**src/rtl/saturnBus_config.svh**
```systemverilog
`ifndef SATURN_BUS_CONFIG_SVH
`define SATURN_BUS_CONFIG_SVH

// Main CPU bus
`define SATURN_BUS_ADDR_W 25
`define SATURN_BUS_DATA_W 32

// A-bus, B-bus and CD sub-CPU data
`define SATURN_SUB_DATA_W 16

// CD sub-CPU side
`define SATURN_CD_ADDR_W     21
`define SATURN_CD_RAM_ADDR_W 18

// 1 MB granule select
`define SATURN_REGION_HI 24
`define SATURN_REGION_LO 20

// Slave select inside A-bus and B-bus
`define SATURN_SUBREGION_HI 22
`define SATURN_SUBREGION_LO 21

`endif

```
**src/rtl/saturnBusPkg.sv**
```systemverilog
`include "saturnBus_config.svh"

package saturnBusPkg;

	typedef logic [`SATURN_BUS_ADDR_W-1:0]    busAddrT;
	typedef logic [`SATURN_BUS_DATA_W-1:0]    busDataT;
	typedef logic [`SATURN_SUB_DATA_W-1:0]    subDataT;
	typedef logic [7:0]                       byteT;     // SMPC register byte
	typedef logic [`SATURN_CD_ADDR_W-1:0]     cdAddrT;
	typedef logic [`SATURN_CD_RAM_ADDR_W-1:0] cdRamAddrT;

	typedef enum logic [3:0] {
		regRom,
		regSmpc,
		regSram,
		regRamL,
		regRamH,
		regCart,
		regCd,
		regAbusNone, // A-bus slot with no slave, reads back all ones
		regVdp1,
		regVdp2,
		regScsp,
		regNone
	} busRegionT;

	typedef enum logic {
		stIdle,
		stAccess
	} accessStateT;

endpackage

```
**src/rtl/busReturnMux.sv**
```systemverilog
module busReturnMux (
	input  saturnBusPkg::busRegionT region,
	input  saturnBusPkg::busDataT   memRdData,
	input  saturnBusPkg::byteT      smpcRdData,
	input  saturnBusPkg::subDataT   cartRdData,
	input  saturnBusPkg::subDataT   cdRdData,
	input  saturnBusPkg::subDataT   vdp1RdData,
	input  saturnBusPkg::subDataT   vdp2RdData,
	input  saturnBusPkg::subDataT   scspRdData,
	output saturnBusPkg::busDataT   cpuRdData
);

	saturnBusPkg::subDataT aData;
	saturnBusPkg::subDataT bData;

	// A-bus return, idle lines float high
	always_comb begin
		case (region)
			saturnBusPkg::regCart: aData = cartRdData;
			saturnBusPkg::regCd:   aData = cdRdData;
			default:               aData = '1;
		endcase
	end

	// B-bus return, empty slots read zero
	always_comb begin
		case (region)
			saturnBusPkg::regVdp1: bData = vdp1RdData;
			saturnBusPkg::regVdp2: bData = vdp2RdData;
			saturnBusPkg::regScsp: bData = scspRdData;
			default:               bData = '0;
		endcase
	end

	always_comb begin
		case (region)
			saturnBusPkg::regRom, saturnBusPkg::regSram,
			saturnBusPkg::regRamL, saturnBusPkg::regRamH:
				cpuRdData = memRdData;
			saturnBusPkg::regSmpc:
				cpuRdData = {4{smpcRdData}}; // Byte register on every lane
			saturnBusPkg::regCart, saturnBusPkg::regCd, saturnBusPkg::regAbusNone:
				cpuRdData = {2{aData}};
			saturnBusPkg::regVdp1, saturnBusPkg::regVdp2, saturnBusPkg::regScsp:
				cpuRdData = {2{bData}};
			default:
				cpuRdData = '0;
		endcase
	end

endmodule

```
**src/rtl/cdRamPort.sv**
```systemverilog
`include "saturnBus_config.svh"

module cdRamPort (
	input  saturnBusPkg::cdAddrT    shAddr,
	input  saturnBusPkg::subDataT   shWrData,
	input  saturnBusPkg::subDataT   dmaData,
	input  saturnBusPkg::subDataT   cdRamRdData,
	input  saturnBusPkg::subDataT   ctrlRdData,
	input  logic                    shCs1N,
	input  logic                    shRdN,
	input  logic                    shWrLN,
	input  logic                    shWrHN,
	input  logic                    cdRamRdy,
	input  logic [1:0]              dmaAckN,
	output saturnBusPkg::cdRamAddrT cdRamAddr,
	output saturnBusPkg::subDataT   cdRamWrData,
	output saturnBusPkg::subDataT   shRdData,
	output logic [1:0]              cdRamWe,
	output logic                    cdRamRd,
	output logic                    cdRamCs,
	output logic                    shWait
);

	logic dmaActive;

	// Either DMA channel acknowledged
	assign dmaActive = !dmaAckN[0] || !dmaAckN[1];

	assign cdRamAddr   = shAddr[`SATURN_CD_RAM_ADDR_W-1:0];
	assign cdRamWrData = dmaActive ? dmaData : shWrData;

	// CS1 space is CD RAM, everything else comes from the controller
	assign shRdData = !shCs1N ? cdRamRdData : ctrlRdData;

	assign cdRamCs = ~shCs1N;
	assign cdRamRd = ~shRdN;
	assign cdRamWe = ~{shWrHN, shWrLN}; // Upper lane in bit 1

	assign shWait = cdRamRdy;

endmodule

```
**src/rtl/clockResetGen.sv**
```systemverilog
module clockResetGen (
	input  logic CLK,
	input  logic RST_N,
	input  logic cdCe,
	input  logic smpcCe,
	output logic shCeR,
	output logic shCeF,
	output logic mresN
);

	logic shPhase; // Half-rate SH1 clock level

	always_ff @(posedge CLK or negedge RST_N) begin
		if (!RST_N) begin
			shPhase <= 1'b0;
		end else if (cdCe) begin
			shPhase <= ~shPhase;
		end
	end

	// Falling edge comes first out of reset
	assign shCeF = cdCe && !shPhase;
	assign shCeR = cdCe && shPhase;

	// Master reset held until the SMPC starts ticking
	always_ff @(posedge CLK or negedge RST_N) begin
		if (!RST_N) begin
			mresN <= 1'b0;
		end else if (smpcCe) begin
			mresN <= 1'b1;
		end
	end

endmodule

```
**src/rtl/cpuBusDecode.sv**
```systemverilog
`include "saturnBus_config.svh"

module cpuBusDecode (
	input  logic                    CLK,
	input  logic                    RST_N,
	input  logic                    cpuStart,
	input  logic                    cpuRead,
	input  saturnBusPkg::busAddrT   cpuAddr,
	input  logic                    memRdy,
	input  logic                    aBusRdy,
	input  logic                    bBusRdy,
	output saturnBusPkg::busRegionT region,
	output saturnBusPkg::busAddrT   memAddr,
	output logic                    romCsN,
	output logic                    sramCsN,
	output logic                    ramLCsN,
	output logic                    ramHCsN,
	output logic                    memRdN,
	output logic                    aCsN,
	output logic                    bCsN,
	output logic                    cpuDone,
	output logic [`SATURN_SUBREGION_HI-`SATURN_SUBREGION_LO:0] aSel,
	output logic [`SATURN_SUBREGION_HI-`SATURN_SUBREGION_LO:0] bSel
);

	localparam int RegW = `SATURN_REGION_HI - `SATURN_REGION_LO + 1;
	localparam int SubW = `SATURN_SUBREGION_HI - `SATURN_SUBREGION_LO + 1;

	saturnBusPkg::accessStateT state;
	saturnBusPkg::busRegionT   nextRegion;
	logic [RegW-1:0]           granule;
	logic [SubW-1:0]           sub;
	logic                      readQ;
	logic                      regionRdy;
	logic                      inAccess;
	logic                      isMem;
	logic                      accept;

	assign granule = cpuAddr[`SATURN_REGION_HI:`SATURN_REGION_LO];
	assign sub     = cpuAddr[`SATURN_SUBREGION_HI:`SATURN_SUBREGION_LO];

	always_comb begin
		nextRegion = saturnBusPkg::regNone;
		if (granule == RegW'(0)) nextRegion = saturnBusPkg::regRom;
		else if (granule == RegW'(1)) begin
			// SMPC and backup SRAM share the second granule
			nextRegion = cpuAddr[`SATURN_REGION_LO-1] ? saturnBusPkg::regSram
			                                         : saturnBusPkg::regSmpc;
		end
		else if (granule == RegW'(2)) nextRegion = saturnBusPkg::regRamL;
		else if (granule == RegW'(6)) nextRegion = saturnBusPkg::regRamH;
		else if (granule[RegW-1 -: 2] == 2'b10) begin // A-bus
			case (sub)
				2'b00, 2'b01: nextRegion = saturnBusPkg::regCart;
				2'b10:        nextRegion = saturnBusPkg::regCd;
				default:      nextRegion = saturnBusPkg::regAbusNone;
			endcase
		end
		else if (granule[RegW-1 -: 2] == 2'b11) begin // B-bus
			case (sub)
				2'b00:   nextRegion = saturnBusPkg::regVdp1;
				2'b01:   nextRegion = saturnBusPkg::regVdp2;
				2'b10:   nextRegion = saturnBusPkg::regScsp;
				default: nextRegion = saturnBusPkg::regNone;
			endcase
		end
	end

	always_comb begin
		case (region)
			saturnBusPkg::regRom, saturnBusPkg::regSram,
			saturnBusPkg::regRamL, saturnBusPkg::regRamH: regionRdy = memRdy;
			saturnBusPkg::regCart, saturnBusPkg::regCd:   regionRdy = aBusRdy;
			saturnBusPkg::regVdp1, saturnBusPkg::regVdp2,
			saturnBusPkg::regScsp:                        regionRdy = bBusRdy;
			default:                                      regionRdy = 1'b1;
		endcase
	end

	assign inAccess = state == saturnBusPkg::stAccess;
	assign accept   = cpuStart && state == saturnBusPkg::stIdle; // Starts during access are dropped

	always_ff @(posedge CLK or negedge RST_N) begin
		if (!RST_N) begin
			state  <= saturnBusPkg::stIdle;
			region <= saturnBusPkg::regNone;
			readQ  <= 1'b0;
		end else if (accept) begin
			state  <= saturnBusPkg::stAccess;
			region <= nextRegion;
			readQ  <= cpuRead;
		end else if (inAccess && regionRdy) begin
			state <= saturnBusPkg::stIdle;
		end
	end

	always_ff @(posedge CLK) begin
		if (accept) memAddr <= cpuAddr;
	end

	assign isMem = region inside {saturnBusPkg::regRom, saturnBusPkg::regSram,
		saturnBusPkg::regRamL, saturnBusPkg::regRamH};

	assign romCsN  = !(inAccess && region == saturnBusPkg::regRom);
	assign sramCsN = !(inAccess && region == saturnBusPkg::regSram);
	assign ramLCsN = !(inAccess && region == saturnBusPkg::regRamL);
	assign ramHCsN = !(inAccess && region == saturnBusPkg::regRamH);
	assign memRdN  = !(inAccess && isMem && readQ);
	assign aCsN    = !(inAccess && region inside {saturnBusPkg::regCart, saturnBusPkg::regCd});
	assign bCsN    = !(inAccess && region inside {saturnBusPkg::regVdp1, saturnBusPkg::regVdp2,
		saturnBusPkg::regScsp});
	assign cpuDone = inAccess && regionRdy;
	assign aSel    = memAddr[`SATURN_SUBREGION_HI:`SATURN_SUBREGION_LO];
	assign bSel    = memAddr[`SATURN_SUBREGION_HI:`SATURN_SUBREGION_LO];

endmodule

```
**src/rtl/saturnBus.sv**
```systemverilog
`include "saturnBus_config.svh"

module saturnBus (
	input  logic                    CLK,
	input  logic                    RST_N,

	input  logic                    cpuStart,
	input  logic                    cpuRead,
	input  saturnBusPkg::busAddrT   cpuAddr,
	input  saturnBusPkg::busDataT   cpuWrData,
	input  logic [3:0]              cpuDqmN,
	output saturnBusPkg::busDataT   cpuRdData,
	output logic                    cpuDone,

	output saturnBusPkg::busAddrT   memAddr,
	output saturnBusPkg::busDataT   memWrData,
	output logic [3:0]              memDqmN,
	input  saturnBusPkg::busDataT   memRdData,
	input  logic                    memRdy,
	output logic                    memRdN,
	output logic                    romCsN,
	output logic                    sramCsN,
	output logic                    ramLCsN,
	output logic                    ramHCsN,

	input  saturnBusPkg::byteT      smpcRdData,

	output logic                    aCsN,
	output logic [`SATURN_SUBREGION_HI-`SATURN_SUBREGION_LO:0] aSel,
	output saturnBusPkg::subDataT   aWrData,
	input  logic                    aBusRdy,
	input  saturnBusPkg::subDataT   cartRdData,
	input  saturnBusPkg::subDataT   cdRdData,

	output logic                    bCsN,
	output logic [`SATURN_SUBREGION_HI-`SATURN_SUBREGION_LO:0] bSel,
	output saturnBusPkg::subDataT   bWrData,
	input  logic                    bBusRdy,
	input  saturnBusPkg::subDataT   vdp1RdData,
	input  saturnBusPkg::subDataT   vdp2RdData,
	input  saturnBusPkg::subDataT   scspRdData,

	input  logic                    cdCe,
	input  logic                    smpcCe,
	output logic                    shCeR,
	output logic                    shCeF,
	output logic                    mresN,

	input  saturnBusPkg::cdAddrT    shAddr,
	input  saturnBusPkg::subDataT   shWrData,
	input  saturnBusPkg::subDataT   dmaData,
	input  saturnBusPkg::subDataT   cdRamRdData,
	input  saturnBusPkg::subDataT   ctrlRdData,
	input  logic                    shCs1N,
	input  logic                    shRdN,
	input  logic                    shWrLN,
	input  logic                    shWrHN,
	input  logic                    cdRamRdy,
	input  logic [1:0]              dmaAckN,
	output saturnBusPkg::cdRamAddrT cdRamAddr,
	output saturnBusPkg::subDataT   cdRamWrData,
	output saturnBusPkg::subDataT   shRdData,
	output logic [1:0]              cdRamWe,
	output logic                    cdRamRd,
	output logic                    cdRamCs,
	output logic                    shWait
);

	saturnBusPkg::busRegionT region; // Held region of the access in flight

	assign memWrData = cpuWrData;
	assign memDqmN   = cpuDqmN;
	// Slave buses are 16 bits wide
	assign aWrData   = cpuWrData[`SATURN_SUB_DATA_W-1:0];
	assign bWrData   = cpuWrData[`SATURN_SUB_DATA_W-1:0];

	cpuBusDecode uDecode (
		.CLK      (CLK),
		.RST_N    (RST_N),
		.cpuStart (cpuStart),
		.cpuRead  (cpuRead),
		.cpuAddr  (cpuAddr),
		.memRdy   (memRdy),
		.aBusRdy  (aBusRdy),
		.bBusRdy  (bBusRdy),
		.region   (region),
		.memAddr  (memAddr),
		.romCsN   (romCsN),
		.sramCsN  (sramCsN),
		.ramLCsN  (ramLCsN),
		.ramHCsN  (ramHCsN),
		.memRdN   (memRdN),
		.aCsN     (aCsN),
		.bCsN     (bCsN),
		.cpuDone  (cpuDone),
		.aSel     (aSel),
		.bSel     (bSel)
	);

	busReturnMux uReturn (
		.region     (region),
		.memRdData  (memRdData),
		.smpcRdData (smpcRdData),
		.cartRdData (cartRdData),
		.cdRdData   (cdRdData),
		.vdp1RdData (vdp1RdData),
		.vdp2RdData (vdp2RdData),
		.scspRdData (scspRdData),
		.cpuRdData  (cpuRdData)
	);

	clockResetGen uClkRst (
		.CLK    (CLK),
		.RST_N  (RST_N),
		.cdCe   (cdCe),
		.smpcCe (smpcCe),
		.shCeR  (shCeR),
		.shCeF  (shCeF),
		.mresN  (mresN)
	);

	cdRamPort uCdRam (
		.shAddr      (shAddr),
		.shWrData    (shWrData),
		.dmaData     (dmaData),
		.cdRamRdData (cdRamRdData),
		.ctrlRdData  (ctrlRdData),
		.shCs1N      (shCs1N),
		.shRdN       (shRdN),
		.shWrLN      (shWrLN),
		.shWrHN      (shWrHN),
		.cdRamRdy    (cdRamRdy),
		.dmaAckN     (dmaAckN),
		.cdRamAddr   (cdRamAddr),
		.cdRamWrData (cdRamWrData),
		.shRdData    (shRdData),
		.cdRamWe     (cdRamWe),
		.cdRamRd     (cdRamRd),
		.cdRamCs     (cdRamCs),
		.shWait      (shWait)
	);

endmodule

```
**config.mk**
```make
export PLATFORM = sky130hd
export DESIGN_NAME = saturnBus
export DESIGN_NICKNAME = d
export VERILOG_FILES = /design/src/rtl/saturnBusPkg.sv /design/src/rtl/busReturnMux.sv /design/src/rtl/cdRamPort.sv /design/src/rtl/clockResetGen.sv /design/src/rtl/cpuBusDecode.sv /design/src/rtl/saturnBus.sv
export VERILOG_INCLUDE_DIRS = /design/src /design/src/rtl
export SDC_FILE = /design/constraint.sdc
export NUM_CORES = 1
export LEC_CHECK = 0
export ABC_AREA = 1
export BUFFER_PORTS_ARGS = -buffer_cell sky130_fd_sc_hd__buf_4
export CAP_MARGIN = 20
export CELL_PAD_IN_SITES_DETAIL_PLACEMENT = 1
export CELL_PAD_IN_SITES_GLOBAL_PLACEMENT = 2
export CORE_AREA = 3 3 185 187
export DETAILED_ROUTE_END_ITERATION = 10
export DIE_AREA = 0 0 188 190
export PLACE_DENSITY_LB_ADDON = 0.1
export SETUP_SLACK_MARGIN = 0.02
export SKIP_LAST_GASP = 1
export SYNTH_ARGS = -nofsm -noshare
export SYNTH_HDL_FRONTEND = slang
export SYNTH_SLANG_ARGS = --single-unit
```
**constraint.sdc**
```tcl
create_clock -name CLK -period 1.9 [get_ports CLK]
set_input_delay 0.19 -clock CLK [delete_from_list [all_inputs] [get_ports CLK]]
set_output_delay 0.19 -clock CLK [all_outputs]
set_load 0.03 [all_outputs]
```
### Word level (Yosys, flattened, before mapping)

Cells that the tools add are included.

* muxes and demuxes: 17
* equality and inequality tests: 17
* multiply operators: 0
* magnitude comparators: 0
* reductions and logical operators: 35
* shift-type cells: 0
* bitwise gates (word level): 5
* $add $sub $neg: 0
* div/mod/pow operators: 0

Operator list (count)
* case mux 32 bit (4 select lines): 1
* case mux 16 bit (3 select lines): 1
* 2-to-1 mux 16 bit: 2
* case mux 16 bit (2 select lines): 1
* 2-to-1 mux 4 bit: 6
* equality test 4 x 3 -> 1 bit, second input constant: 4
* equality test 4 bit, second input constant: 3
* logical AND 1 bit: 12
* logical NOT 1 bit: 10
* equality test 4 x 2 -> 1 bit, second input constant: 2
* equality test 2 bit, second input constant: 3
* case mux 2 bit (3 select lines): 1
* OR reduction 3 bit: 2
* equality test 5 x 1 -> 1 bit, second input constant: 1
* equality test 5 x 2 -> 1 bit, second input constant: 1
* equality test 5 x 3 -> 1 bit, second input constant: 1
* logical NOT 5 bit: 1
* equality test 4 x 1 -> 1 bit, second input constant: 1
* logical NOT 4 bit: 1
* inverter 1 bit: 4
* case mux 2 bit (2 select lines): 1
* nonzero test 2 bit: 2
* nonzero test 4 bit: 1
* OR reduction 2 bit: 2
* other kinds (9): 10

* input bits: 282
* word-level logic and storage cells: 80
* memory bits (writable): 0
* memories: 0
* flip-flop bits (word level): 33
* latch bits: 0
* ROM bits: 0

### Logic depth before layout (Yosys ltp)

Gate-level depths: netlist of run 1.

* depth after elaboration: 8
* gate-level depth with buffers: 9
* gate-level depth less buffers: 8

### By module

From an unflattened synthesis of run 1, not the netlist that was laid out.

* cell total of the unflattened synthesis: 646
* area total of the unflattened synthesis: 4093.9 um2

Modules (own cells, without submodules)
* busReturnMux: area each 1531.5 um2, times used 1, cells an instance 334
* cpuBusDecode: area each 1305.0 um2, times used 1, cells an instance 105
* cdRamPort: area each 660.6 um2, times used 1, cells an instance 128
* saturnBus: area each 510.5 um2, times used 1, cells an instance 68
* clockResetGen: area each 86.3 um2, times used 1, cells an instance 11

### Worst setup path after synthesis of run 1

OpenSTA, ideal clock, no wires.

* kind: register to output
* start: reg uDecode.region[1]
* end: out cpuDone
* required time: 1710 ps
* stages on the path, launching flop included: 7
* path buffers: 0
* path slack: 190 ps
* data arrival time: 1520 ps
* path through: dfstp_2 -> inv_2 -> nand2_1 -> nand2_1 -> nand2_2 -> a21oi_1 -> a21oi_1

* cells in the longest elaborated chain, start to end: 4
* elaborated cells on any way between the ends: 14
* those cells by class: eq/ne: 8; mux: 1; reduce/logical: 5

RTL lines
* start: declaration: line cpuBusDecode.sv:12 `output saturnBusPkg::busRegionT region,`
* start signal: assignment: line cpuBusDecode.sv:86 `region <= saturnBusPkg::regNone;`
* start signal: assignment: line cpuBusDecode.sv:90 `region <= nextRegion;`
* equality test 4 x 3 -> 1 bit (tied with other cells): line cpuBusDecode.sv:70 `case (region)`
* OR reduction 4 bit (tied with other cells): line cpuBusDecode.sv:70
* case mux 1 bit (3 select lines) (*): line cpuBusDecode.sv:70
* logical AND 1 bit (*): line cpuBusDecode.sv:112 `assign cpuDone = inAccess && regionRdy;`
* end: declaration: line saturnBus.sv:13 `output logic cpuDone,`

Mark *: on every way between the ends. The rest lies on a longest branch, timed or not.

### Final worst setup path of run 1

* start: reg uDecode.region[0]
* end: out cpuRdData[23]

* cells in the longest elaborated chain, start to end: 3
* elaborated cells on any way between the ends: 17
* those cells by class: eq/ne: 10; mux: 3; reduce/logical: 4

RTL lines
* equality test 4 bit (tied with other cells): line busReturnMux.sv:27, busReturnMux.sv:36
* case mux 16 bit (3 select lines) (tied with other cells): line busReturnMux.sv:27 `case (region)`
* case mux 32 bit (4 select lines) (*): line busReturnMux.sv:36 `case (region)`
* end: declaration: line saturnBus.sv:12 `output saturnBusPkg::busDataT cpuRdData,`

Marked as above.

==> run metrics, run 1 <==
Tcrit/Tclk final 108%; core area 32600 µm²; CTS tree built; Global Route Usage Sum 10.3%; Finished Layout Cells 1216; largest net degree at the start of global routing 22; Peak VDD IR 0.000422 V; GR Overflow Total 0; Data arrival, critical path 1.86 ns; DRT iter0 DRCs 88; Final nets 1055; Worst-Skew Late Latency 0.27 ns; Placed Cells 1188; Synth Instances 506; EDFF count, synth 25; post-synthesis sequential area ratio 26.8%; # IOs 477; Die H 190 µm; unrepaired setup endpoints after global routing yes; final hold vios 0; Via density 3.48; H-Tree Level Count 2; Power Density 1390 nW/µm²; status finished, violations left; Slew HR 75.0%; global-route wire length before repair 28600 µm; Sink Count 33; final setup vio count 33; Hold Path Depth 1; clk slew on worst S/H paths 0.06 ns; asr flop ratio synth 24.2%; vias in the first global route 4671; final antenna-violating net count 0; min cycle time layout 2.05 ns; FF-to-FF setup slack 0.39 ns; clock buffer count from CTS 5; PortBufs 331; DP HPWL 16100 µm; initial core utilization 10.9%; Placer Congestion 0.752; reg-to-reg critical path endpoint uDecode.inAccess$_DFFE_PN0P_; maximum operating frequency 489 MHz; crit-path max FO 8; Root Buffer clkbuf_16; Core Util, Final 20.5%; DR pass1 iterations 4; WHS 0.0918 ns; Post-Syn Nets 788; Hold Path Class in -> reg; clk buf depth 2; failing checks negative setup slack; MaxCap Viol Count 0; initial antenna violation count 0; share of cells above drive strength 1 62.4%; Row Count 66; Main synth FF type edfxtp_1; Total Die Area 35700 µm²; Pins Over Slew Limit 0; #FFs+latches synth 33; antenna cells 0; startpoint types flop; leakage 0.00345 µW; commonest cells after routing, fill and taps aside 334 x buf_4, 169 x nand2_1, 25 x edfxtp_1; critical path required time 1.71 ns; hold path endpoint uDecode.memAddr[11]$_DFFE_PP_; DR WL/cell 16.4 µm; critical path endpoint category primary output; Detailed Route WL 19900 µm; synth warn 0; kind of critical path reg -> out; drc violations 0; die width 188 µm; measured slew at the worst slew-check pin 0.372 ns; synthesized area per cell 7.05 µm²; most common cell after layout, fill and taps aside buf_4; RR Startpoint uDecode.region[0]$_DFFE_PN1P_; area delta synth->final 87.5%; worst setup margin -0.146 ns; number of library cell types mapped by synthesis 29; Via Count 4233; Setup Skew 0.00574 ns; mapped cell area 3570 µm²; HP Start cpuAddr[11]; Register-to-Register Path Depth 9
how the worst max path moves through the flow:
stage	startpoint	endpoint	slack [ns]
after detailed placement	uDecode.region[1]$_DFFE_PN1P_	cpuRdData[5]	-0.06
after floorplan	uDecode.region[1]$_DFFE_PN1P_	cpuDone	0.19
after global placement	uDecode.region[3]$_DFFE_PN1P_	cpuRdData[5]	-0.08
after CTS	uDecode.region[1]$_DFFE_PN1P_	cpuRdData[1]	-0.18
after global routing	uDecode.region[0]$_DFFE_PN1P_	cpuRdData[6]	-0.27
final	uDecode.region[0]$_DFFE_PN1P_	cpuRdData[23]	-0.15
power breakdown:
| group | leakage [µW] | internal (µW) | total, µW | switching (µW) |
|---|---|---|---|---|
| Combinational | 0.00305 | 2980 | 7390 | 4410 |
| Sequential | 0.000326 | 1000 | 1130 | 133 |
| Clock | 0.0000687 | 473 | 758 | 284 |
| Total | 0.00345 | 4460 | 9290 | 4830 |
layout make-up:
cell class	instances	area, µm²
Clock buffer	5	125
Tap cell	442	553
Timing Repair Buffer	363	2930
Fill cell	3911	25900
Multi-Input combinational cell	338	1970
Timing Repair inverter	2	17.5
Clock inverter	3	12.5
Inverter	30	125
Sequential cell	33	955
per-layer routing:
metal  global-route usage [%]  share of wire (%)  vias up
li1                         -                  -     2057
met1                     12.2                 41     1927
met2                     18.3                 49      220
met3                     3.94                9.5       29
met4                     1.36               0.57        0
met5                        0                  0        -
per-stage QoR:
stage               instance area (µm²)  TNS [ns]  setup slack [ns]  power, µW
CTS                                6490     -5.13            -0.182       9080
finish                             6690     -3.64            -0.146       9290
global route                       6690     -7.58            -0.266       9910
floorplan                          3570         0             0.190       5070
global placement                   5970    -0.126           -0.0800       7310
detailed placement                 5970    -0.197           -0.0586       7340
flip-flops by register name, summed over array words and instances (netlist names):
| register | flops |
|---|---|
| uClkRst.shPhase | 1 |
| uDecode.inAccess | 1 |
| uClkRst.mresN | 1 |
| uDecode.memAddr | 25 |
| uDecode.readQ | 1 |
| uDecode.region | 4 |
kinds of logic (layout without fill, tap and decap cells):
logic type,count (synthesis),after routing,share of synthesized area [%]
buffers and inverters,135,403,25.2
muxes,16,16,5.05
xor gates and xnor gates,1,1,0.246
AOI/OAI and AO/OA,38,38,5.40
DFF,33,33,26.8
and+or+nand+nor,283,283,37.3
critical path, stage by stage, from the launching register on:
cell     delay (ns)
dfstp_2        0.63
inv_2          0.08
nor2_4         0.13
buf_12         0.12
nand2_8        0.07
inv_8          0.09
nand2_1        0.05
nand3_1        0.13
nor2_4         0.05
nand2_1        0.06
buf_4          0.15
repair_timing:
action	in CTS	in global routing
setup buffers	9	5
pin swaps	10	6
setup endpoints to repair	33	35
hold buffers	1	0
cloned	4	1
gates resized for setup	61	37
endpoints found under the hold margin	8	0
synth_stat cells (2+ instances only):
| library cell | n | area share [%] |
|---|---|---|
| nand2_1 | 181 | 19 |
| buf_4 | 95 | 20 |
| a21oi_1 | 35 | 4.9 |
| nor2_1 | 26 | 2.7 |
| edfxtp_1 | 25 | 21 |
| inv_1 | 25 | 2.6 |
| nand3_1 | 24 | 3.4 |
| nand3_2 | 19 | 5.3 |
| mux2_2 | 16 | 5.1 |
| nor2_2 | 12 | 2.1 |
| nand2_2 | 10 | 1.8 |
| dfrtp_1 | 5 | 3.5 |
| buf_2 | 4 | 0.56 |
| inv_2 | 4 | 0.42 |
| clkbuf_1 | 3 | 0.32 |
| dfstp_2 | 3 | 2.2 |
| buf_6 | 2 | 0.63 |
| nand2_4 | 2 | 0.63 |
| nand4_1 | 2 | 0.35 |
| nor3_1 | 2 | 0.28 |
| o21ai_0 | 2 | 0.28 |
| or2_2 | 2 | 0.35 |
(Power assumes the default switching activity.)
==> run 2, diff against run 1 <==
- ABC_AREA: 1 -> 0
- CAP_MARGIN: 20 -> unset
==> run 2 against run 1 <==
The flow still finishes with violations (negative setup slack). Clock power rose by 24%. Total power rose by 13%. First-iteration DRC count rose by 26%. Synthesized area rose by 0.53%. Design area rose by 3.2%. Fmax fell by 6.0%. Die area did not move. Global-route usage barely moved. Core utilization rose by 0.66 points. Combinational power rose by 14%. Synthesized cell count fell by 21%.
==> run metrics, run 2 <==
initial core utilization 11.0% (was 10.9%); status finished, violations left (unchanged); critical path endpoint category primary output (unchanged); share of cells above drive strength 1 71.0% (was 62.4%); #FFs+latches synth 33 (unchanged); Post-Syn Nets 684 (was 788); H-Tree Level Count 2 (unchanged); PortBufs 331 (unchanged); Finished Layout Cells 1124 (was 1216); Via density 3.64 (was 3.48); Root Buffer clkbuf_16 (unchanged); synth warn 0 (unchanged); maximum operating frequency 460 MHz (was 489 MHz); DP HPWL 17300 µm (was 16100 µm); crit path launch uDecode.region[3]$_DFFE_PN1P_ (was uDecode.region[0]$_DFFE_PN1P_); largest reg by FF count uDecode.memAddr (unchanged); Buf/Inv on CP 4 (unchanged); antenna cells 0 (unchanged); top-count cell post-synth buf_4 (was nand2_1); Worst-Skew Late Latency 0.27 ns (about the same); core area 32600 µm² (unchanged); mapped cell area 3580 µm² (was 3570 µm²); measured slew at the worst slew-check pin 0.325 ns (was 0.372 ns); MaxCap Viol Count 0 (unchanged); Placed Cells 1098 (was 1188); max incr delay on CP 0.59 ns (was 0.63 ns); CP max stage cell dfstp_2 (unchanged); RR Startpoint uDecode.region[1]$_DFFE_PN1P_ (was uDecode.region[0]$_DFFE_PN1P_); unrepaired setup endpoints after global routing yes (unchanged); Setup Skew 0.00408 ns (was 0.00574 ns); synthesized area per cell 8.92 µm² (was 7.05 µm²); Row Count 66 (unchanged); crit path cell chain buf_4, a211oi_4, buf_6, bufbuf_16, a211o_1, buf_6 (was inv_2, nor2_4, buf_12, nand2_8, inv_8, nand2_1, nand3_1, nor2_4, nand2_1, buf_4); clk buf depth 2 (unchanged); reg-to-reg critical path endpoint uDecode.inAccess$_DFFE_PN0P_ (unchanged); Largest regs uDecode.memAddr (25), uDecode.region (4) (unchanged); EDFF count, synth 25 (unchanged); Tcrit/Tclk final 115% (was 108%); commonest cells after routing, fill and taps aside 336 x buf_4, 38 x buf_6, 36 x mux2_2 (was 334 x buf_4, 169 x nand2_1, 25 x edfxtp_1); GR Overflow Total 0 (unchanged); hold path endpoint uDecode.memAddr[8]$_DFFE_PP_ (was uDecode.memAddr[11]$_DFFE_PP_); clock buffer count from CTS 5 (unchanged); area delta synth->final 92.6% (was 87.5%); min cycle time layout 2.18 ns (was 2.05 ns); largest net degree at the start of global routing 26 (was 22); post-synthesis sequential area ratio 26.6% (was 26.8%); DR pass1 iterations 4 (unchanged); Slew HR 78.3% (was 75.0%); Sink Count 33 (unchanged); die width 188 µm (unchanged); Placer Congestion 0.762 (was 0.752); Pins Over Slew Limit 0 (unchanged); final antenna-violating net count 0 (unchanged); initial antenna violation count 0 (unchanged); clk slew on worst S/H paths 0.05 ns (was 0.06 ns); HP Start cpuAddr[8] (was cpuAddr[11]); largest area contributor in the netlist edfxtp_1 (unchanged); top post-synthesis cells by count 94 x buf_4, 44 x nand2_1, 37 x mux2_2 (was 181 x nand2_1, 95 x buf_4, 35 x a21oi_1); final hold vios 0 (unchanged); asr flop ratio synth 24.2% (unchanged); Power Density 1520 nW/µm² (was 1390 nW/µm²); Hold Path Depth 1 (unchanged); most common cell after layout, fill and taps aside buf_4 (unchanged); Synth top area share 20.9% (was 21.1%); number of library cell types mapped by synthesis 45 (was 29); FF-to-FF setup slack 0.31 ns (was 0.39 ns); Storage cell area 956 µm² (was 955 µm²); PnR Total Power 10500 µW (was 9290 µW); kind of critical path reg -> out (unchanged); DRT iter0 DRCs 111 (was 88); Synth area leaders edfxtp_1 21%, buf_4 20%, mux2_2 12% (was edfxtp_1 21%, buf_4 20%, nand2_1 19%); fillcell total 3833 (was 3911); max reg flops 25 (unchanged); failing checks negative setup slack (unchanged); Die H 190 µm (unchanged); # IOs 477 (unchanged); crit-path max FO 8 (unchanged); Via Count 4087 (was 4233); Global Route Usage Sum 10.3% (about the same); Detailed Route WL 20000 µm (was 19900 µm); vias in the first global route 4575 (was 4671); final setup vio count 34 (was 33); Main synth FF type edfxtp_1 (unchanged); Core Util, Final 21.2% (was 20.5%); startpoint types flop (unchanged); multi-input logic area 1980 µm² (was 1970 µm²); Hold Path Class in -> reg (unchanged); leakage 0.00322 µW (was 0.00345 µW); Total Die Area 35700 µm² (unchanged); Peak VDD IR 0.000610 V (was 0.000422 V); drc violations 0 (unchanged); Synth Instances 402 (was 506); cell mode on critical path buf_6; critical path required time 1.71 ns (about the same); global-route wire length before repair 28400 µm (was 28600 µm); Final nets 963 (was 1055); Register-to-Register Path Depth 7 (was 9); WHS 0.0894 ns (was 0.0918 ns); DR WL/cell 17.8 µm (was 16.4 µm); CTS tree built (unchanged); Worst path top cell family by delay buffers and inverters (was flip-flops); worst setup margin -0.276 ns (was -0.146 ns); Data arrival, critical path 1.99 ns (was 1.86 ns)
==> run 2: routing by layer <==
| metal | GRT usage [%] | up-vias | wire length [µm] |
|---|---|---|---|
| li1 | - | 1915 | - |
| met4 | 2.54 | 0 | 342 |
| met3 | 2.65 | 33 | 1420 |
| met1 | 10.8 | 1943 | 7320 |
| met2 | 20.3 | 196 | 10900 |
| met5 | 0 | - | 0 |
==> run 2: worst max path at each step <==
stage	to	slack, ns	cells after the start
after floorplan	cpuRdData[10]	0.12	6
after global routing	cpuRdData[10]	-0.38	6
after CTS	cpuRdData[10]	-0.31	6
after detailed placement	cpuRdData[10]	-0.06	5
final	cpuRdData[2]	-0.28	6
after global placement	cpuRdData[13]	-0.04	6
==> run 2: repair_timing <==
action,in CTS,in global routing
gates resized for setup,43,52
hold buffers,1,0
setup endpoints to repair,34,36
pin swaps,12,19
gates cloned,1,2
buffers inserted,9,6
hold endpoints to repair,8,0
==> run 2: report_power, final <==
part / leakage (µW) / internal (µW) / switching (µW)
sequential: 0.000323 / 1000 / 143
combinational: 0.00282 / 3960 / 4440
clock: 0.0000841 / 655 / 287
==> run 2: final cells by class <==
cell class,count,share of cell area (%)
Clock buffer,7,2.07
Clock inverter,1,0.435
Inverter,10,0.544
Multi-Input combinational cell,245,28.7
Sequential cell,33,13.8
Tap cell,442,8.01
Timing Repair Buffer,386,46.4
==> run 2: kinds of logic after synthesis <==
kind of cell / after synthesis / share of synthesized area [%]
buffers and inverters: 124 / 24.2
muxes: 50 / 15.3
xor gates and xnor gates: 2 / 0.489
and+or+nand+nor: 103 / 14.9
AOI/OAI and AO/OA: 90 / 18.5
DFF: 33 / 26.6
==> run 2: stage by stage <==
stage	TNS [ns]	setup WS, ns	instance area (µm²)
5_1_grt	-11.00	-0.379	6900
4_1_cts	-9.10	-0.307	6620
3_5_place_dp	-0.471	-0.0582	6160
3_3_place_gp	-0.226	-0.0393	6160
6_report	-8.08	-0.276	6900
2_1_floorplan	0	0.123	3580
